### src/hw/lane_ops_pkg.sv
`default_nettype none

package lane_ops_pkg;

  localparam int NUM_LANES = 2;  // dual issue

  // ======================================
  // operation encodings
  // ======================================

  typedef enum logic [1:0] {
    kind_none  = 2'd0,
    kind_load  = 2'd1,
    kind_store = 2'd2,
    kind_fence = 2'd3
  } mem_kind_t;

  typedef enum logic [2:0] {
    op_lb  = 3'd0,
    op_lbu = 3'd1,
    op_lh  = 3'd2,
    op_lhu = 3'd3,
    op_lw  = 3'd4,
    op_sb  = 3'd5,
    op_sh  = 3'd6,
    op_sw  = 3'd7
  } lsu_op_t;

  typedef enum logic [1:0] {
    dtim_idle    = 2'd0,
    dtim_wait    = 2'd1,  // slow region only
    dtim_respond = 2'd2
  } dtim_state_t;

endpackage

`default_nettype wire

### src/hw/mem_types_pkg.sv
`default_nettype none

package mem_types_pkg;

  // ======================================
  // data path widths
  // ======================================

  typedef logic [31:0] word_t;        // integer data word
  typedef logic [31:0] addr_t;        // byte address
  typedef logic [3:0]  strb_t;        // one enable per byte lane
  typedef logic [4:0]  reg_addr_t;    // x0..x31
  typedef logic [11:0] csr_addr_t;
  typedef logic [3:0]  cause_t;       // mcause code
  typedef logic [7:0]  dtim_index_t;  // word index into the dtim

  // ======================================
  // dtim geometry
  // ======================================

  localparam int DTIM_WORDS = 256;

  // addresses with this bit set pay one wait state
  localparam int SLOW_BIT = 10;

endpackage

`default_nettype wire
### src/hw/lane_load_unit.sv
`timescale 1ns/1ps
`default_nettype none

module lane_load_unit (
  input  wire lane_ops_pkg::mem_kind_t st_kind,
  input  wire lane_ops_pkg::lsu_op_t st_lsu_op,
  input  wire [1:0] st_addr_low,
  input  wire mem_types_pkg::word_t st_wdata,
  input  wire mem_types_pkg::word_t rdata,
  output mem_types_pkg::word_t wb_data
);

  logic [7:0]  byte_data;
  logic [15:0] half_data;

  assign byte_data = rdata[{st_addr_low, 3'b000} +: 8];
  assign half_data = st_addr_low[1] ? rdata[31:16] : rdata[15:0];

  always_comb begin
    wb_data = st_wdata;  // alu result unless loading
    if (st_kind == lane_ops_pkg::kind_load) begin
      case (st_lsu_op)
        lane_ops_pkg::op_lb:  wb_data = {{24{byte_data[7]}}, byte_data};
        lane_ops_pkg::op_lbu: wb_data = {24'b0, byte_data};
        lane_ops_pkg::op_lh:  wb_data = {{16{half_data[15]}}, half_data};
        lane_ops_pkg::op_lhu: wb_data = {16'b0, half_data};
        default:              wb_data = rdata;  // lw
      endcase
    end
  end

endmodule

`default_nettype wire

### config.mk
export PLATFORM = sky130hd
export DESIGN_NAME = lane_load_unit
export DESIGN_NICKNAME = d
export VERILOG_FILES = /design/src/hw/lane_ops_pkg.sv /design/src/hw/mem_types_pkg.sv /design/src/hw/lane_load_unit.sv
export SDC_FILE = /design/constraint.sdc
export NUM_CORES = 1
export LEC_CHECK = 0
export ABC_AREA = 1
export BUFFER_PORTS_ARGS = -buffer_cell sky130_fd_sc_hd__buf_2
export CAP_MARGIN = 20
export CORE_ASPECT_RATIO = 0.6
export CORE_UTILIZATION = 40
export DETAILED_ROUTE_END_ITERATION = 6
export PLACE_DENSITY = 0.8
export SETUP_SLACK_MARGIN = 0.02
export SYNTH_ARGS = -nofsm -noshare
export SYNTH_HDL_FRONTEND = slang
export SYNTH_SLANG_ARGS = --single-unit
### constraint.sdc
create_clock -name vclk -period 1.4
set_clock_uncertainty 0.05 [all_clocks]
set_input_delay 0.14 -clock vclk [all_inputs]
set_output_delay 0.14 -clock vclk [all_outputs]
set_load 0.02 [all_outputs]
==> impl_metrics.csv <==
group,metric,value,unit
run_status,outcome,"finished clean",
setup_path,path_cells,"buf_4 -> nor3_4 -> nand3_4 -> buf_12 -> nand3_1 -> nand2_1 -> inv_1 -> buf_6",
synth,syn-num-nets,309,
global_route,grt_pass1_vias,1464,
drt,wirelength,4820,um
power,p_per_area,370,mW/mm^2
sta,fmax,724,MHz
finish,final_core_util,0.794,
finish,nets,423,
drt,drcViolationCount,0,
synth,synthTopCellsByArea,"nand2_1 20%, nand3_1 12%, inv_1 11%",
sta,setup_viol_count_final,0,
floorplanning,row_count,14,
floorplanning,die_area,0.00317,mm^2
synth,synthCells,238,
sta,period_minus_slack,1.38,ns
setup_path,required,1.21,ns
floorplanning,ios,103,
finish,antenna_cells,0,
floorplanning,start_util,0.446,
floorplanning,core-area,0.00265,mm^2
drt,vias,1995,
sta,timing.final.crit_share,0.987,
job,cap_violations,0,
global_route,overflow,0,
global_route,antenna_found_initial,0,
drt,avgRoutedWirePerCell,12.4,um
min_path,hp-class,"input port to output pin",
place,dp_hpwl,3220,um
synth,synth_common_cells,"62 x nand2_1, 35 x inv_1, 29 x nand3_1",
sta,hold_viol_final,0,
finish,seq_cell_count,0,
setup_path,cp-endpoint,"wb_data[23]",
finish,area_growth,78.1,%
power,p_leak,1.25,nW
global_route,grt_max_degree,25,
finish,fin_area,0.00210,mm^2
drt,ant_nets,0,
sta,rsz0062_at_grt,"true",
sta,tightest_slew,0.308,ns
synth,yosysTopAreaCell,"nand2_1",
finish,clkbuf_count,0,
finish,register_area,0,um^2
place,placed_area,0.00175,mm^2
synth,syn_area_per_cell,4.95,um^2
synth,ys_seq_area_frac,0,
global_route,grt_pass1_wl,6070,um
place,gp_congestion,0.968,
setup_path,path_depth,8,
synth,ys_types,22,
floorplanning,die_w,72.1,um
setup_path,crit_type,"input port to output pin",
setup_path,critPathCaptureType,"output pin",
sta,slew_headroom,0.792,
setup_path,critPathMaxFanout,6,
finish,drive_gt1_frac,0.509,
power,peakVddDrop,0.223,mV
setup_path,crit_arrival,1.19,ns
drt,drt_iter0_drc,153,
setup_path,critical_path.startpoint,"st_lsu_op[1]",
synth,synth_area,0.00118,mm^2
synth,yosysWarnings,0,
drt,drtPass1Iterations,5,
place,io_buffers,103,
setup_path,crit_family,"buffers and inverters",
setup_path,cp_slowest_cell,"nor3_4",
sta,drv_slew,0,
drt,viasPerCell,5.12,
setup_path,slowest_delay,0.23,ns
synth,synth.most_common_cell,"nand2_1",
floorplanning,die_height,44.0,um
global_route,grtUsageTotal,0.233,
setup_path,startpoint_type,"input port",
synth,yosysTopAreaCellShare,0.197,
setup_path,cp_num_buf_inv,4,
metal layers:
metal	wire (um)	global-route usage	part of all wire
met5	0	0	0
met4	48	0.00784	0.010
met3	611	0.0296	0.13
met2	2100	0.394	0.44
met1	2060	0.335	0.43
cell families (layout without fill, tap and decap cells):
kind of cell,Yosys count,count (layout),share of synthesized area
and+or+nand+nor,128,129,0.530
AOI/OAI and AO/OA,56,56,0.263
buffers and inverters,54,165,0.207
layout make-up:
cell class / count / area, um^2
multi-input combinational: 185 / 1010
fill: 204 / 546
timing repair buffer: 124 / 865
tap: 40 / 50.0
timing repair inverter: 1 / 6.26
inverter: 40 / 165
placed cells by master (no fill, tap or decap), drive strengths merged:
cell type | Yosys | layout
a21oi | 33 | 33
inv | 40 | 41
clkbuf | 4 | 3
buf | 10 | 121
nand3 | 33 | 33
or2 | 17 | 17
nand2 | 65 | 65
nor3 | 1 | 1
o21ai | 23 | 23
nor2 | 11 | 11
nand3b | 1 | 2
tightest hold or removal path, stage by stage:
cell and delay (ns):
buf_2 0.07, nand2_1 0.04, nand2_1 0.05, buf_2 0.15
worst min path at each step:
stage / startpoint / end / slack, ns / cells past startpoint
CTS: st_wdata[4] / wb_data[4] / 0.54 / 4
global placement: st_wdata[5] / wb_data[5] / 0.54 / 4
global route: st_wdata[3] / wb_data[3] / 0.58 / 4
detailed placement: st_wdata[4] / wb_data[4] / 0.54 / 4
floorplan: st_wdata[0] / wb_data[0] / 0.40 / 2
finish: st_wdata[2] / wb_data[2] / 0.54 / 4
stage by stage:
step,total power [mW],instances,TNS (ns),setup slack [ns],hold WS (ns)
final,0.777,390,0,0.0184,0.541
after global routing,0.836,390,-0.0709,-0.0325,0.579
after CTS,0.637,375,0,0.0256,0.544
after detailed placement,0.634,375,0,0.0125,0.543
after global placement,0.628,375,0,0.0233,0.541
after floorplan,0.395,238,0,0.174,0.405
repair_timing:
item,4_1_cts,5_1_grt
gates resized for setup,1,66
hold buffers,0,0
buffers inserted,0,9
cloned,0,6
setup endpoints to repair,7,31
hold endpoints to repair,0,0
pin swaps,0,10
power by group:
| part | switching (mW) | internal, mW |
|---|---|---|
| sequential | 0 | 0 |
| clock | 0 | 0 |
| combinational | 0.425 | 0.351 |
Power figures use the tool's default switching activity.
