--- src/hw/lane_ops_pkg.sv ---
`default_nettype none

package lane_ops_pkg;

  localparam int NUM_LANES = 2;  // dual issue

  // ======================================
  // operation encodings
  // ======================================

  typedef enum logic [1:0] {
    kind_none  = 2'd0,
    kind_load  = 2'd1,
    kind_store = 2'd2,
    kind_fence = 2'd3
  } mem_kind_t;

  typedef enum logic [2:0] {
    op_lb  = 3'd0,
    op_lbu = 3'd1,
    op_lh  = 3'd2,
    op_lhu = 3'd3,
    op_lw  = 3'd4,
    op_sb  = 3'd5,
    op_sh  = 3'd6,
    op_sw  = 3'd7
  } lsu_op_t;

  typedef enum logic [1:0] {
    dtim_idle    = 2'd0,
    dtim_wait    = 2'd1,  // slow region only
    dtim_respond = 2'd2
  } dtim_state_t;

endpackage

`default_nettype wire

--- src/hw/mem_types_pkg.sv ---
`default_nettype none

package mem_types_pkg;

  // ======================================
  // data path widths
  // ======================================

  typedef logic [31:0] word_t;        // integer data word
  typedef logic [31:0] addr_t;        // byte address
  typedef logic [3:0]  strb_t;        // one enable per byte lane
  typedef logic [4:0]  reg_addr_t;    // x0..x31
  typedef logic [11:0] csr_addr_t;
  typedef logic [3:0]  cause_t;       // mcause code
  typedef logic [7:0]  dtim_index_t;  // word index into the dtim

  // ======================================
  // dtim geometry
  // ======================================

  localparam int DTIM_WORDS = 256;

  // addresses with this bit set pay one wait state
  localparam int SLOW_BIT = 10;

endpackage

`default_nettype wire
--- src/hw/mem_writeback_merge.sv ---
`timescale 1ns/1ps
`default_nettype none

module mem_writeback_merge (
  input  wire stall,
  input  wire mem_types_pkg::word_t [lane_ops_pkg::NUM_LANES-1:0] wb_data,
  input  wire [lane_ops_pkg::NUM_LANES-1:0] st_wren,
  input  wire mem_types_pkg::reg_addr_t [lane_ops_pkg::NUM_LANES-1:0] st_waddr,
  input  wire [lane_ops_pkg::NUM_LANES-1:0] st_cwren,
  input  wire mem_types_pkg::csr_addr_t [lane_ops_pkg::NUM_LANES-1:0] st_caddr,
  input  wire mem_types_pkg::word_t [lane_ops_pkg::NUM_LANES-1:0] st_cdata,
  input  wire [lane_ops_pkg::NUM_LANES-1:0] st_exception,
  input  wire mem_types_pkg::cause_t [lane_ops_pkg::NUM_LANES-1:0] st_ecause,
  input  wire mem_types_pkg::addr_t [lane_ops_pkg::NUM_LANES-1:0] st_pc,
  output logic [lane_ops_pkg::NUM_LANES-1:0] fwd_wren,
  output mem_types_pkg::reg_addr_t [lane_ops_pkg::NUM_LANES-1:0] fwd_waddr,
  output mem_types_pkg::word_t [lane_ops_pkg::NUM_LANES-1:0] fwd_wdata,
  output logic csr_wren,
  output mem_types_pkg::csr_addr_t csr_waddr,
  output mem_types_pkg::word_t csr_wdata,
  output logic exc_valid,
  output mem_types_pkg::addr_t exc_pc,
  output mem_types_pkg::cause_t exc_cause
);

  logic csr_sel;  // lane 1 only when lane 0 is quiet
  logic exc_sel;

  // ======================================
  // register forwarding, one per lane
  // ======================================

  assign fwd_wren  = st_wren & {lane_ops_pkg::NUM_LANES{~stall}};
  assign fwd_waddr = st_waddr;
  assign fwd_wdata = wb_data;

  // ======================================
  // csr write and trap report
  // ======================================

  assign csr_sel   = ~st_cwren[0];
  assign csr_wren  = (|st_cwren) & ~stall;
  assign csr_waddr = st_caddr[csr_sel];
  assign csr_wdata = st_cdata[csr_sel];

  assign exc_sel   = ~st_exception[0];  // oldest lane reports first
  assign exc_valid = (|st_exception) & ~stall;
  assign exc_pc    = st_pc[exc_sel];
  assign exc_cause = st_ecause[exc_sel];

endmodule

`default_nettype wire

--- config.mk ---
export PLATFORM = sky130hd
export DESIGN_NAME = mem_writeback_merge
export DESIGN_NICKNAME = d
export VERILOG_FILES = /design/src/hw/lane_ops_pkg.sv /design/src/hw/mem_types_pkg.sv /design/src/hw/mem_writeback_merge.sv
export SDC_FILE = /design/constraint.sdc
export NUM_CORES = 1
export LEC_CHECK = 0
export ABC_AREA = 1
export ABC_CLOCK_PERIOD_IN_PS = 800
export CAP_MARGIN = 20
export CELL_PAD_IN_SITES_DETAIL_PLACEMENT = 1
export CELL_PAD_IN_SITES_GLOBAL_PLACEMENT = 1
export CORE_AREA = 2 2 157 159
export DETAILED_ROUTE_END_ITERATION = 8
export DIE_AREA = 0 0 159 161
export DONT_BUFFER_PORTS = 1
export PLACE_DENSITY_LB_ADDON = 0.08
export SLEW_MARGIN = 30
export SYNTH_ARGS = -nofsm -noshare
export SYNTH_HDL_FRONTEND = slang
export SYNTH_SLANG_ARGS = --single-unit
--- constraint.sdc ---
create_clock -name vclk -period 0.8
set_input_delay 0 -clock vclk [all_inputs]
set_output_delay 0 -clock vclk [all_outputs]
set_load 0.005 [all_outputs]
==> flow_summary.json <==
{
  "core.rowCount": 57,
  "fp.dieH_um": 161,
  "antenna_found_initial": 0,
  "pin_count_of_the_biggest_net_entering_global_routing": 47,
  "worstSetupEndpointType": "output port",
  "synth_area_per_cell_um2": 5.03,
  "slew_margin_rel_pct": 79.0,
  "power_density_nw_per_um2": 376,
  "worstSetupStartpoint": "st_cwren[0]",
  "post_synth_instance_area_um2": 1710,
  "synth_seq_area_share_pct": 0,
  "numPortBuffers": 0,
  "hpwl_um": 5550,
  "multi_input_comb_area_um2": 973,
  "min-delay-path-class": "in -> out",
  "timing_worst_slew_pin_value_ns": 0.314,
  "static-leakage-power_uw": 0.000753,
  "wire_length_of_the_first_global_routing_pass_um": 8940,
  "run_status": "finished clean",
  "clockBufferCount": 0,
  "gp_routability_congestion": 0.708,
  "path_cells": "inv_8 -> nand2_1 -> nand2_1",
  "start_util_pct": 7.14,
  "final_max_slew_viols": 0,
  "path_class": "in -> out",
  "coreArea_um2": 24000,
  "num_vias": 1697,
  "holdBufCountCts": 0,
  "synthDominantCellAreaShare_pct": 48.2,
  "violation_count_after_the_first_detailed_routing_iteration": 42,
  "register_area_um2": 0,
  "worst_ep_arrival_ns": 0.50,
  "final-hold-violation-count": 0,
  "worst_ir_drop_vdd_uv": 64.1,
  "ant_nets": 0,
  "rsz0062_at_grt": "no",
  "timing.final.setup_violations": 0,
  "route.detailed.drc": 0,
  "pin_count": 399,
  "avgViaCountPerCell": 2.95,
  "cp_dominant_cell_by_count": "nand2_1",
  "timing.final.crit_period_ns": 0.504,
  "dieWidth_um": 159,
  "drv.max_cap_violation_count": 0,
  "drt-pass1-iter-count": 4,
  "cpPeakStageDelay_ns": 0.23,
  "grt-ovfl-total": 0,
  "timing.critical_path.fanout_max": 46,
  "grt_pass1_vias": 1687,
  "cp_data_required_time_ns": 0.80,
  "totalWireLength_um": 6380,
  "critical-path-slowest-cell": "inv_8",
  "critical_path.top_delay_family": "buffers and inverters",
  "wire_per_inst_um": 11.1,
  "final.period_utilization_pct": 63.0,
  "grt_util_all_layers_pct": 4.22,
  "synth.distinct_cells": 10,
  "synth_area_leader_cell": "nand2_1",
  "numSequentialCells": 0,
  "final_sum_of_negative_setup_slack_ns": 0,
  "timing.hold.worst.start": "wb_data[41]",
  "area_delta_synth_final_pct": -17.0,
  "insertedDiodeCount": 0,
  "ys.warnings.count": 0,
  "cts.repair_timing.setup_buffer_count": 0,
  "worst-path-buf-inv": 1,
  "synth_nets": 581,
  "final.fill_count": 3034,
  "drive_gt1_share_pct": 9.16,
  "post_cts_resize_count": 0,
  "die_area_um2": 25600,
  "netlist_instances": 340,
  "final_core_util_pct": 5.93,
  "fin_nets": 494,
  "post_synth_main_area_contributors": "nand2_1 (48%), buf_4 (34%), nand2_2 (7.3%)",
  "max_freq_mhz": 1980,
  "crit_path_start_kind": "input port"
}
## area by class of cell
class / count / area share [%]
inverter: 4 / 1.58
multi-input combinational: 246 / 68.5
tap: 324 / 28.5
timing repair buffer: 1 / 1.41
## path summary, 6_finish.rpt
kind                   endpoint  depth (start not counted)  slack [ns]
setup / recovery  csr_wdata[30]                          3        0.30
hold / removal    fwd_wdata[41]                          0    0.000002
## where the power goes
part           leakage, uW  switching (uW)  total (uW)  internal (uW)
clock                    0               0           0              0
combinational     0.000753             357         534            177
sequential               0               0           0              0
total             0.000753             357         534            177
## cells in the final DEF, fill, tap and decap left out
master,netlist,routed
nand2_1,220,220
nand2_2,20,20
nor2_1,6,6
inv_1,2,2
inv_2,1,1
inv_8,1,1
buf_12,0,1
## kinds of logic (layout without fill, tap and decap cells)
| group | Yosys count | count (layout) | share of synthesized area [%] |
|---|---|---|---|
| simple gates | 246 | 246 | 56.9 |
| buf+inv | 94 | 5 | 43.1 |
## Yosys cell counts
library cell / n
buf_8: 2
nor2_1: 6
inv_2: 1
nand2_1: 220
buf_4: 78
inv_1: 2
nand2_2: 20
buf_2: 2
buf_6: 8
inv_8: 1
## stage by stage
| stage | setup WS, ns | total power [uW] | cells | hold slack (ns) | area (um^2) |
|---|---|---|---|---|---|
| 5_1_grt | 0.254 | 612 | 575 | 0.00000727 | 1420 |
| 6_report | 0.296 | 534 | 575 | 0.00000199 | 1420 |
| 4_1_cts | 0.312 | 555 | 575 | 0.0000346 | 1420 |
| 3_5_place_dp | 0.313 | 555 | 575 | 0.0000346 | 1420 |
| 3_3_place_gp | 0.327 | 562 | 575 | 0.0000346 | 1420 |
| 2_1_floorplan | 0.367 | 842 | 340 | 0.0311 | 1710 |
## per-layer routing
metal	part of all wire [%]	GRT usage [%]	wire, um	vias up
li1	-	-	-	750
met2	57	9.62	3620	191
met1	27	3.14	1710	736
met4	2.4	1.12	154	0
met3	14	1.46	897	20
met5	0	0	0	-
(Power assumes the default switching activity.)
