--- src/hw/lane_ops_pkg.sv ---
`default_nettype none

package lane_ops_pkg;

  localparam int NUM_LANES = 2;  // dual issue

  // ======================================
  // operation encodings
  // ======================================

  typedef enum logic [1:0] {
    kind_none  = 2'd0,
    kind_load  = 2'd1,
    kind_store = 2'd2,
    kind_fence = 2'd3
  } mem_kind_t;

  typedef enum logic [2:0] {
    op_lb  = 3'd0,
    op_lbu = 3'd1,
    op_lh  = 3'd2,
    op_lhu = 3'd3,
    op_lw  = 3'd4,
    op_sb  = 3'd5,
    op_sh  = 3'd6,
    op_sw  = 3'd7
  } lsu_op_t;

  typedef enum logic [1:0] {
    dtim_idle    = 2'd0,
    dtim_wait    = 2'd1,  // slow region only
    dtim_respond = 2'd2
  } dtim_state_t;

endpackage

`default_nettype wire

--- src/hw/mem_types_pkg.sv ---
`default_nettype none

package mem_types_pkg;

  // ======================================
  // data path widths
  // ======================================

  typedef logic [31:0] word_t;        // integer data word
  typedef logic [31:0] addr_t;        // byte address
  typedef logic [3:0]  strb_t;        // one enable per byte lane
  typedef logic [4:0]  reg_addr_t;    // x0..x31
  typedef logic [11:0] csr_addr_t;
  typedef logic [3:0]  cause_t;       // mcause code
  typedef logic [7:0]  dtim_index_t;  // word index into the dtim

  // ======================================
  // dtim geometry
  // ======================================

  localparam int DTIM_WORDS = 256;

  // addresses with this bit set pay one wait state
  localparam int SLOW_BIT = 10;

endpackage

`default_nettype wire
--- src/hw/mem_stage_control.sv ---
`timescale 1ns/1ps
`default_nettype none

module mem_stage_control (
  input  wire clock,
  input  wire reset,
  input  wire clear,
  input  wire lane_ops_pkg::mem_kind_t [lane_ops_pkg::NUM_LANES-1:0] lane_kind,
  input  wire lane_ops_pkg::lsu_op_t [lane_ops_pkg::NUM_LANES-1:0] lane_lsu_op,
  input  wire mem_types_pkg::addr_t [lane_ops_pkg::NUM_LANES-1:0] lane_addr,
  input  wire mem_types_pkg::word_t [lane_ops_pkg::NUM_LANES-1:0] lane_sdata,
  input  wire [lane_ops_pkg::NUM_LANES-1:0] lane_wren,
  input  wire mem_types_pkg::reg_addr_t [lane_ops_pkg::NUM_LANES-1:0] lane_waddr,
  input  wire mem_types_pkg::word_t [lane_ops_pkg::NUM_LANES-1:0] lane_wdata,
  input  wire [lane_ops_pkg::NUM_LANES-1:0] lane_cwren,
  input  wire mem_types_pkg::csr_addr_t [lane_ops_pkg::NUM_LANES-1:0] lane_caddr,
  input  wire mem_types_pkg::word_t [lane_ops_pkg::NUM_LANES-1:0] lane_cdata,
  input  wire [lane_ops_pkg::NUM_LANES-1:0] lane_exception,
  input  wire mem_types_pkg::cause_t [lane_ops_pkg::NUM_LANES-1:0] lane_ecause,
  input  wire mem_types_pkg::addr_t [lane_ops_pkg::NUM_LANES-1:0] lane_pc,
  input  wire mem_ready,
  output logic mem_valid,
  output logic mem_fence,
  output mem_types_pkg::addr_t mem_addr,
  output mem_types_pkg::word_t mem_wdata,
  output mem_types_pkg::strb_t mem_wstrb,
  output logic stall,
  output lane_ops_pkg::mem_kind_t [lane_ops_pkg::NUM_LANES-1:0] st_kind,
  output lane_ops_pkg::lsu_op_t [lane_ops_pkg::NUM_LANES-1:0] st_lsu_op,
  output mem_types_pkg::addr_t [lane_ops_pkg::NUM_LANES-1:0] st_addr,
  output logic [lane_ops_pkg::NUM_LANES-1:0] st_wren,
  output mem_types_pkg::reg_addr_t [lane_ops_pkg::NUM_LANES-1:0] st_waddr,
  output mem_types_pkg::word_t [lane_ops_pkg::NUM_LANES-1:0] st_wdata,
  output logic [lane_ops_pkg::NUM_LANES-1:0] st_cwren,
  output mem_types_pkg::csr_addr_t [lane_ops_pkg::NUM_LANES-1:0] st_caddr,
  output mem_types_pkg::word_t [lane_ops_pkg::NUM_LANES-1:0] st_cdata,
  output logic [lane_ops_pkg::NUM_LANES-1:0] st_exception,
  output mem_types_pkg::cause_t [lane_ops_pkg::NUM_LANES-1:0] st_ecause,
  output mem_types_pkg::addr_t [lane_ops_pkg::NUM_LANES-1:0] st_pc
);

  logic                    sel;         // 1 when lane 0 has no access
  lane_ops_pkg::mem_kind_t req_kind;
  lane_ops_pkg::lsu_op_t   req_op;
  mem_types_pkg::addr_t    req_addr;
  lane_ops_pkg::mem_kind_t [lane_ops_pkg::NUM_LANES-1:0] kind_q;
  logic                    busy;        // registered pair owns the port
  logic                    fence_kill;

  // ======================================
  // dtim request
  // ======================================

  assign sel       = (lane_kind[0] == lane_ops_pkg::kind_none);
  assign req_kind  = lane_kind[sel];
  assign req_op    = lane_lsu_op[sel];
  assign req_addr  = lane_addr[sel];
  assign mem_valid = (req_kind != lane_ops_pkg::kind_none) && !clear;  // flushed pair stays off
  assign mem_fence = (req_kind == lane_ops_pkg::kind_fence);
  assign mem_addr  = req_addr;

  always_comb begin
    mem_wdata = lane_sdata[sel];
    mem_wstrb = '0;
    case (req_op)
      lane_ops_pkg::op_sb: begin
        mem_wdata = {4{lane_sdata[sel][7:0]}};
        mem_wstrb = 4'b0001 << req_addr[1:0];
      end
      lane_ops_pkg::op_sh: begin
        mem_wdata = {2{lane_sdata[sel][15:0]}};
        mem_wstrb = req_addr[1] ? 4'b1100 : 4'b0011;
      end
      lane_ops_pkg::op_sw: mem_wstrb = 4'b1111;
      default: mem_wstrb = '0;
    endcase
    if (req_kind != lane_ops_pkg::kind_store) begin
      mem_wstrb = '0;  // loads and fences write nothing
    end
  end

  // ======================================
  // stall and stage register
  // ======================================

  always_comb begin
    busy = 1'b0;
    for (int l = 0; l < lane_ops_pkg::NUM_LANES; l++) begin
      busy = busy | (kind_q[l] != lane_ops_pkg::kind_none);
    end
  end

  assign stall      = busy && !mem_ready && !clear;
  assign fence_kill = (lane_kind[0] == lane_ops_pkg::kind_fence);

  always_ff @(posedge clock) begin
    if (!reset || clear) begin
      for (int l = 0; l < lane_ops_pkg::NUM_LANES; l++) begin
        kind_q[l] <= lane_ops_pkg::kind_none;
      end
      st_wren      <= '0;
      st_cwren     <= '0;
      st_exception <= '0;
    end else if (!stall) begin
      kind_q       <= lane_kind;
      st_wren      <= lane_wren;
      st_cwren     <= lane_cwren;
      st_exception <= lane_exception;
      if (fence_kill) begin
        kind_q[1]       <= lane_ops_pkg::kind_none;  // lane 1 becomes a bubble
        st_wren[1]      <= 1'b0;
        st_cwren[1]     <= 1'b0;
        st_exception[1] <= 1'b0;
      end
    end
  end

  always_ff @(posedge clock) begin
    if (!stall) begin
      st_lsu_op <= lane_lsu_op;
      st_addr   <= lane_addr;
      st_waddr  <= lane_waddr;
      st_wdata  <= lane_wdata;
      st_caddr  <= lane_caddr;
      st_cdata  <= lane_cdata;
      st_ecause <= lane_ecause;
      st_pc     <= lane_pc;
    end
  end

  // load units see no access while the port is busy
  always_comb begin
    for (int l = 0; l < lane_ops_pkg::NUM_LANES; l++) begin
      st_kind[l] = stall ? lane_ops_pkg::kind_none : kind_q[l];
    end
  end

endmodule

`default_nettype wire

--- config.mk ---
export PLATFORM = sky130hd
export DESIGN_NAME = mem_stage_control
export DESIGN_NICKNAME = d
export VERILOG_FILES = /design/src/hw/lane_ops_pkg.sv /design/src/hw/mem_types_pkg.sv /design/src/hw/mem_stage_control.sv
export SDC_FILE = /design/constraint.sdc
export NUM_CORES = 1
export LEC_CHECK = 0
export BUFFER_PORTS_ARGS = -buffer_cell sky130_fd_sc_hd__buf_2
export CORE_AREA = 3 3 298 300
export CTS_CLUSTER_SIZE = 8
export DETAILED_ROUTE_END_ITERATION = 6
export DIE_AREA = 0 0 301 303
export PLACE_DENSITY_LB_ADDON = 0.25
export SLEW_MARGIN = 20
export SYNTH_ARGS = -nofsm -noshare
export SYNTH_HDL_FRONTEND = slang
export SYNTH_SLANG_ARGS = --single-unit
--- constraint.sdc ---
create_clock -name clock -period 15.4 [get_ports clock]
set_clock_uncertainty 0.05 [all_clocks]
set_input_delay 2.31 -clock clock [delete_from_list [all_inputs] [get_ports clock]]
set_output_delay 2.31 -clock clock [all_outputs]
set_load 0.05 [all_outputs]
==> flow_metrics.env, run 1 <==
export IMPL_status="complete, no violations"
export IMPL_cts_buffers=46
export IMPL_start_util_pct=12.5
export IMPL_viasPerCell=3.27
export IMPL_synth_top_area_share_pct=84.5
export IMPL_wl_per_cell_microns=21.0
export IMPL_clkLatencyLatePin_ns=0.56
export IMPL_setup_violations=0
export IMPL_hold_path_class="reg -> reg"
export IMPL_period_share_pct=46.7
export IMPL_wl_met1_microns=17200
export IMPL_rsz0062_at_grt="no"
export IMPL_crit_path_start_kind="primary input"
export IMPL_post_cts_buffers=0
export IMPL_tightest_slew_ns=0.951
export IMPL_dieWidth_microns=301
export IMPL_cp_arrival_ns=4.83
export IMPL_syn_num_nets=889
export IMPL_clk_pin_slew_worst_paths_ns=0.05
export IMPL_io_pins=767
export IMPL_areaGrowthSynthToFinish_pct=60.0
export IMPL_gr_usage_all_layers_pct=10.7
export IMPL_max_slew_margin_pct=36.6
export IMPL_ys_flop_type="edfxtp_1"
export IMPL_synthCells=507
export IMPL_ys_ff_latch=314
export IMPL_wl_microns=52100
export IMPL_clockRootBuffer="clkbuf_16"
export IMPL_cts_resized=0
export IMPL_grt_overflow=0
export IMPL_postSynth_asyncResetShare_pct=0
export IMPL_routabilityCongestion=0.909
export IMPL_cts_hold_buf=0
export IMPL_cts_buffer_depth=3
export IMPL_cap_violations=0
export IMPL_rows=108
export IMPL_port_buffers=766
export IMPL_vdd_drop_max_mv=0.0754
export IMPL_ant_nets=0
export IMPL_die_h_microns=303
export IMPL_fillCellCount=9444
export IMPL_seq_area_frac_synth_pct=86.4
export IMPL_dr_pass1_iters=5
export IMPL_grt_start_max_net_pins=75
export IMPL_grt_pass1_wl_microns=67700
export IMPL_yosysTopAreaCell="edfxtp_1"
export IMPL_fin_crit_ns=7.19
export IMPL_htreeDepth=2
export IMPL_yosysUniqueCellTypes=32
export IMPL_synth_area_sq_um=10800
export IMPL_final_layout_size_suffix_gt1_share_pct=65.0
export IMPL_synthTopCellsByCount="304 x edfxtp_1, 50 x mux2i_1, 30 x mux2_2, 25 x nand2_1, 14 x a21oi_1"
export IMPL_worstSetupPathType="in -> out"
export IMPL_ys_warn_count=0
export IMPL_highest_layer="met5"
export IMPL_worst_r2r_setup_slack_ns=11.81
export IMPL_power_density_nw_per_um2=139
export IMPL_drtIter0Drc=356
export IMPL_cp_end_kind="primary output"
export IMPL_fin_ws_ns=8.21
export IMPL_leakage_nw=7.49
export IMPL_cts_sinks=314
export IMPL_synth_most_common_cell="edfxtp_1"
export IMPL_antenna_found_initial=21
export IMPL_coreArea_sq_um=86500
export IMPL_num_vias=8114
export IMPL_dp_hpwl_microns=43100
export IMPL_slew_violations=0
export IMPL_synth_edf_count=304
export IMPL_critical_path_required_ns=13.04
export IMPL_syn_avg_cell_area_sq_um=21.3
export IMPL_grt_pass1_vias=8855
export IMPL_path_max_fanout=21
export IMPL_drc=0
export IMPL_final_nets=1693
export IMPL_cts_tree="yes"
export IMPL_wl_met2_microns=26200
export IMPL_wl_met3_microns=6650
export IMPL_die_area_sq_um=91200
export IMPL_tns_ns=0
export IMPL_pre_cts_ws_ns=8.20
export IMPL_fmax_mhz=139
export IMPL_synth_area_leaders="edfxtp_1 85%, mux2i_1 4.6%, mux2_2 3.1%, dfxtp_1 1.9%, nand2_1 0.87%"
export IMPL_hold_violations=0
-- worst paths after layout --
check,start,to,cells after the start
setup / recovery,lane_kind[1],mem_wdata[17],7
hold / removal,st_wren[0],st_wren[0],2
setup reg to reg,kind_q[1],st_cdata[28],5
hold reg to reg,st_wren[0],st_wren[0],2
-- placed cells by master (no fill, tap or decap), types with 2 or more instances in the layout --
master       n
nand4bb_1    2
a21oi_1     14
diode_2      5
nor2b_1      5
buf_4        7
clkinv_2     2
nor2_1       3
nand2_1     25
o211ai_1     2
mux2i_1     50
edfxtp_1   304
clkbuf_16   46
nand3_1      9
buf_2      766
clkbuf_1     6
inv_1       12
dfxtp_1     10
o221ai_1     8
mux2_2      30
o21ai_0      2
-- kinds of logic (layout without fill, tap and decap cells) --
group	count (synthesis)	count (layout)	synth area share (%)
and+or+nand+nor	51	51	2.30
buffers and inverters	29	843	1.42
AOI/OAI and AO/OA	33	33	2.15
other	0	5	0
DFF	314	314	86.4
muxes	80	80	7.76
-- cell type report --
class | count | area (sq um) | area share, %
multi-input combinational | 164 | 1340 | 7.72
tap | 1155 | 1450 | 8.36
antenna | 5 | 12.5 | 0.0724
timing repair buffer | 773 | 3890 | 22.5
sequential | 314 | 9330 | 54.0
inverter | 12 | 45.0 | 0.261
clock inverter | 6 | 56.3 | 0.326
clock buffer | 52 | 1170 | 6.79
-- where the power goes --
group	internal [mW]	switching [mW]
sequential	1.01	0.0164
combinational	0.103	0.382
clock	0.532	0.370
-- worst max-delay path, cell delays in order --
cell and delay, ns:
buf_2 0.18, or2_1 0.55, a221oi_2 0.39, buf_4 0.33, nand2b_2 0.51, mux2i_1 0.26
buf_2 0.29
-- routing by layer --
metal  track usage, %  up-vias
met5                0        -
met4             4.03       22
met1             10.2     3859
li1                 -     3596
met2             19.1      539
met3             5.75       98
-- state kept, by name, indices dropped and copies added, names as in the netlist --
name / cells
st_ecause: 8
st_exception: 2
kind_q: 4
st_lsu_op: 6
st_pc: 64
st_addr: 64
st_wdata: 64
st_caddr: 24
st_waddr: 10
st_wren: 2
st_cdata: 64
st_cwren: 2
-- per-stage QoR --
stage / total power, mW / cells / cell area [sq um] / hold WS, ns / utilization [%]
2_1_floorplan: 1.37 / 507 / 10800 / 0.390 / -
3_3_place_gp: 1.53 / 2418 / 16000 / 0.392 / 18.5
3_5_place_dp: 1.53 / 2418 / 16000 / 0.407 / 18.5
4_1_cts: 2.47 / 2476 / 17300 / 0.413 / 20.0
5_1_grt: 2.51 / 2477 / 17300 / 0.424 / 20.0
6_report: 2.41 / 2481 / 17300 / 0.409 / 20.0
(Power assumes the default switching activity.)
==> run 2, diff against run 1 <==
Settings changed: CORE_AREA 3 3 298 300 to 3 3 295 297, DIE_AREA 0 0 301 303 to 0 0 298 300.
Clock period 15.4 ns to 6.19 ns, I/O delays scaled along.
==> flow_metrics.env, run 2 (same netlist as run 1, synthesis figures left out) <==
export IMPL_fin_crit_ns=4.45
export IMPL_hold_path_class="reg -> reg"
export IMPL_reg2reg_depth=3
export IMPL_critical_path_required_ns=5.21
export IMPL_setup_violations=0
export IMPL_clockRootBuffer="clkbuf_16"
export IMPL_grt_overflow=0
export IMPL_grt_pass1_vias=8859
export IMPL_worstSetupPathType="in -> out"
export IMPL_dieWidth_microns=298
export IMPL_routabilityCongestion=0.913
export IMPL_rsz0062_at_grt="no"
export IMPL_cap_violations=0
export IMPL_hold_path_startpoint="st_cwren[1]"
export IMPL_crit_path_start_kind="primary input"
export IMPL_path_max_fanout=21
export IMPL_cts_tree="yes"
export IMPL_max_slew_margin_pct=38.5
export IMPL_startpoint="lane_kind[0]"
export IMPL_min_path_cells=2
export IMPL_cp_end_kind="primary output"
export IMPL_ant_nets=0
export IMPL_gr_usage_all_layers_pct=10.3
export IMPL_num_vias=8010
export IMPL_tightest_slew_ns=0.922
export IMPL_timing_rr_end="st_caddr[6]"
export IMPL_areaGrowthSynthToFinish_pct=60.3
export IMPL_viasPerCell=3.24
export IMPL_cp_arrival_ns=3.47
export IMPL_dr_pass1_iters=4
export IMPL_coreArea_sq_um=84900
export IMPL_cts_sinks=314
export IMPL_status="complete, no violations"
export IMPL_holdPathEnd="st_cwren[1]"
export IMPL_total_power_mw=6.00
export IMPL_die_area_sq_um=89400
export IMPL_cts_resized=0
export IMPL_final_nets=1691
export IMPL_vdd_drop_max_mv=0.153
export IMPL_drc=0
export IMPL_hold_ws_ns=0.404
export IMPL_grt_pass1_wl_microns=65800
export IMPL_antenna_found_initial=21
export IMPL_fmax_mhz=225
export IMPL_layout_cells_non_filler=2475
export IMPL_period_share_pct=71.9
export IMPL_cts_buffer_depth=3
export IMPL_cts_hold_buf=0
export IMPL_drtIter0Drc=374
export IMPL_rr_startpoint="kind_q[1]"
export IMPL_power_density_nw_per_um2=346
export IMPL_port_buffers=766
export IMPL_wl_microns=49200
export IMPL_most_common_layout_cells="766 x buf_2, 304 x edfxtp_1, 50 x mux2i_1, 46 x clkbuf_16, 30 x mux2_2"
export IMPL_post_cts_buffers=0
export IMPL_clkLatencyLatePin_ns=0.54
export IMPL_cts_buffers=46
export IMPL_grt_start_max_net_pins=138
export IMPL_die_h_microns=300
export IMPL_dp_hpwl_microns=40100
export IMPL_wl_per_cell_microns=19.9
export IMPL_slew_violations=0
export IMPL_rows=107
export IMPL_layout_commonest_cell="buf_2"
export IMPL_io_pins=767
export IMPL_clk_pin_slew_worst_paths_ns=0.05
export IMPL_start_util_pct=12.7
export IMPL_tns_ns=0
export IMPL_hold_violations=0
export IMPL_leakage_nw=7.51
export IMPL_htreeDepth=2
export IMPL_final_layout_size_suffix_gt1_share_pct=64.9
export IMPL_worst_r2r_setup_slack_ns=3.69
export IMPL_dp_cells=2405
-- run 2: cell types whose count changed in the layout (fill, tap and decap cells not counted) --
cell and delta:
clkbuf_8 +2, clkbuf_1 +3, clkinv_1 -1, inv_4 -1, diode_2 +4, buf_4 -4
buf_12 +2
-- run 2: power by group --
group	internal (mW)	total (mW)	switching [mW]
clock	1.35	2.26	0.906
sequential	2.51	2.55	0.0428
combinational	0.256	1.19	0.935
total	4.12	6.00	1.88
-- run 2: area by class of cell --
type | instances | area [sq um]
sequential | 314 | 9330
timing repair buffer | 771 | 3900
multi-input combinational | 164 | 1340
tap | 1144 | 1430
antenna | 9 | 22.5
fill | 9307 | 67600
clock inverter | 4 | 46.3
inverter | 12 | 45.0
clock buffer | 57 | 1210
-- run 2: metal layers --
layer  track usage [%]  wire [microns]  share of wire, %
met1              10.3           16500                34
met2              19.0           25500                52
met5                 0              79              0.16
met3              4.85            5760                12
met4              3.30            1390               2.8
-- run 2: stage by stage --
step,util [%],setup slack (ns),area [sq um]
detailed placement,18.9,1.76,16000
global placement,18.9,1.84,16000
global route,20.4,1.67,17300
finish,20.4,1.74,17300
CTS,20.4,1.76,17300
floorplan,-,0.520,10800
-- run 2: worst max-delay path by stage --
stage / slack, ns / to
2_1_floorplan: 0.52 / st_addr[0]
5_1_grt: 1.67 / mem_wdata[23]
3_3_place_gp: 1.84 / mem_wdata[25]
3_5_place_dp: 1.76 / mem_wdata[19]
6_report: 1.74 / mem_wdata[25]
4_1_cts: 1.76 / mem_wdata[23]
-- run 2: critical path: stages --
cell	delay, ns
buf_2	0.21
or2_1	0.65
a221oi_2	0.17
buf_4	0.26
nand2b_2	0.46
o221ai_1	0.44
buf_2	0.34
==> run 3, diff against run 2 <==
Clock period 6.19 ns to 3.6 ns, I/O delays scaled along.
==> flow_metrics.env, run 3 (same netlist as run 1, synthesis figures left out) <==
export IMPL_status="complete, no violations"
export IMPL_clk_pin_slew_worst_paths_ns=0.06
export IMPL_timing_rr_end="st_exception[0]"
export IMPL_dieWidth_microns=298
export IMPL_dp_cells=2409
export IMPL_crit_path_start_kind="primary input"
export IMPL_gr_usage_all_layers_pct=9.39
export IMPL_clockRootBuffer="clkbuf_16"
export IMPL_num_vias=8004
export IMPL_wl_microns=44800
export IMPL_viasPerCell=3.23
export IMPL_grt_overflow=0
export IMPL_cts_hold_buf=0
export IMPL_grt_pass1_vias=8559
export IMPL_htreeDepth=2
export IMPL_setup_violations=0
export IMPL_rsz0062_at_grt="no"
export IMPL_cp_slowest_cell="a221o_1"
export IMPL_worstSetupPathType="in -> out"
export IMPL_port_buffers=766
export IMPL_rows=107
export IMPL_crit_chain="buf_2 > o211ai_1 > a221o_1 > nand2b_2 > o221ai_1 > buf_2"
export IMPL_utilization_pct=20.5
export IMPL_grt_pass1_wl_microns=61200
export IMPL_clkLatencyLatePin_ns=0.56
export IMPL_final_layout_size_suffix_gt1_share_pct=64.7
export IMPL_cts_buffer_depth=3
export IMPL_hold_path_class="in -> reg"
export IMPL_slew_violations=0
export IMPL_drc=0
export IMPL_coreArea_sq_um=84900
export IMPL_start_util_pct=12.7
export IMPL_cap_violations=0
export IMPL_io_pins=767
export IMPL_cts_sinks=314
export IMPL_worst_r2r_setup_slack_ns=1.19
export IMPL_layout_commonest_cell="buf_2"
export IMPL_power_density_nw_per_um2=598
export IMPL_tightest_slew_ns=1.04
export IMPL_grt_start_max_net_pins=142
export IMPL_crit_top_cell="buf_2"
export IMPL_vdd_drop_max_mv=0.340
export IMPL_cp_arrival_ns=2.50
export IMPL_hold_path_startpoint="lane_wdata[42]"
export IMPL_startpoint="lane_kind[1]"
export IMPL_layout_cells_non_filler=2476
export IMPL_wl_per_cell_microns=18.1
export IMPL_slowest_delay_ns=0.49
export IMPL_total_power_mw=10.4
export IMPL_fmax_mhz=323
export IMPL_cts_resized=0
export IMPL_rr_startpoint="kind_q[1]"
export IMPL_max_slew_margin_pct=30.6
export IMPL_hold_violations=0
export IMPL_die_area_sq_um=89400
export IMPL_fin_crit_ns=3.09
export IMPL_cts_tree="yes"
export IMPL_period_share_pct=85.9
export IMPL_post_cts_buffers=0
export IMPL_dp_hpwl_microns=35900
export IMPL_tns_ns=0
export IMPL_die_h_microns=300
export IMPL_critical_path_required_ns=3.01
export IMPL_ant_nets=0
export IMPL_holdPathEnd="st_wdata[42]"
export IMPL_path_max_fanout=16
export IMPL_dr_pass1_iters=4
export IMPL_leakage_nw=7.55
export IMPL_routabilityCongestion=0.902
export IMPL_areaGrowthSynthToFinish_pct=61.0
export IMPL_reg2reg_depth=6
export IMPL_most_common_layout_cells="765 x buf_2, 304 x edfxtp_1, 50 x mux2i_1, 46 x clkbuf_16, 30 x mux2_2"
export IMPL_final_nets=1695
export IMPL_cts_buffers=46
export IMPL_antenna_found_initial=17
export IMPL_hold_ws_ns=0.0967
export IMPL_drtIter0Drc=348
export IMPL_cp_end_kind="primary output"
export IMPL_min_path_cells=1
## run 3: critical path, delay by kind of cell
family                 cells  cell delay, ns
and+or+nand+nor            1            0.41
buffers and inverters      2            0.48
AOI/OAI and AO/OA          3            1.05
## run 3: routing by layer
layer	vias up	routed length, microns	share of wire, %	global-route usage (%)
met1	3787	15800	35	9.83
li1	3604	-	-	-
met5	-	71	0.16	0
met3	81	5000	11	4.15
met2	522	22600	50	16.7
met4	10	1320	3.0	3.18
## run 3: worst max-delay path by stage
| stage | end | slack, ns | cells after the start |
|---|---|---|---|
| final | mem_wdata[27] | 0.51 | 6 |
| after global routing | mem_wdata[28] | 0.37 | 6 |
| after CTS | mem_wdata[27] | 0.45 | 6 |
| after detailed placement | mem_wdata[27] | 0.46 | 6 |
| after global placement | mem_wdata[16] | 0.48 | 6 |
| after floorplan | st_addr[0] | 0.1 | 3 |
## run 3: through the flow
step	setup slack [ns]	cell area, sq um
6_report	0.508	17400
3_5_place_dp	0.458	16100
5_1_grt	0.371	17400
4_1_cts	0.448	17400
3_3_place_gp	0.484	16100
2_1_floorplan	0.0954	10800
## run 3: power by group
part / internal [mW] / total [mW] / switching, mW
clock network: 2.40 / 3.99 / 1.60
registers: 4.31 / 4.37 / 0.0672
logic: 0.448 / 2.03 / 1.58
total: 7.15 / 10.4 / 3.25
## run 3: area by class of cell
class / count / area [sq um]
diodes: 2 / 5.00
clock buffers: 60 / 1210
clock inverters: 5 / 77.6
fillers: 9204 / 67500
inverters: 12 / 45.0
multi-input cells: 164 / 1350
flip-flops and latches: 314 / 9330
well taps: 1144 / 1430
repair buffers: 775 / 3940
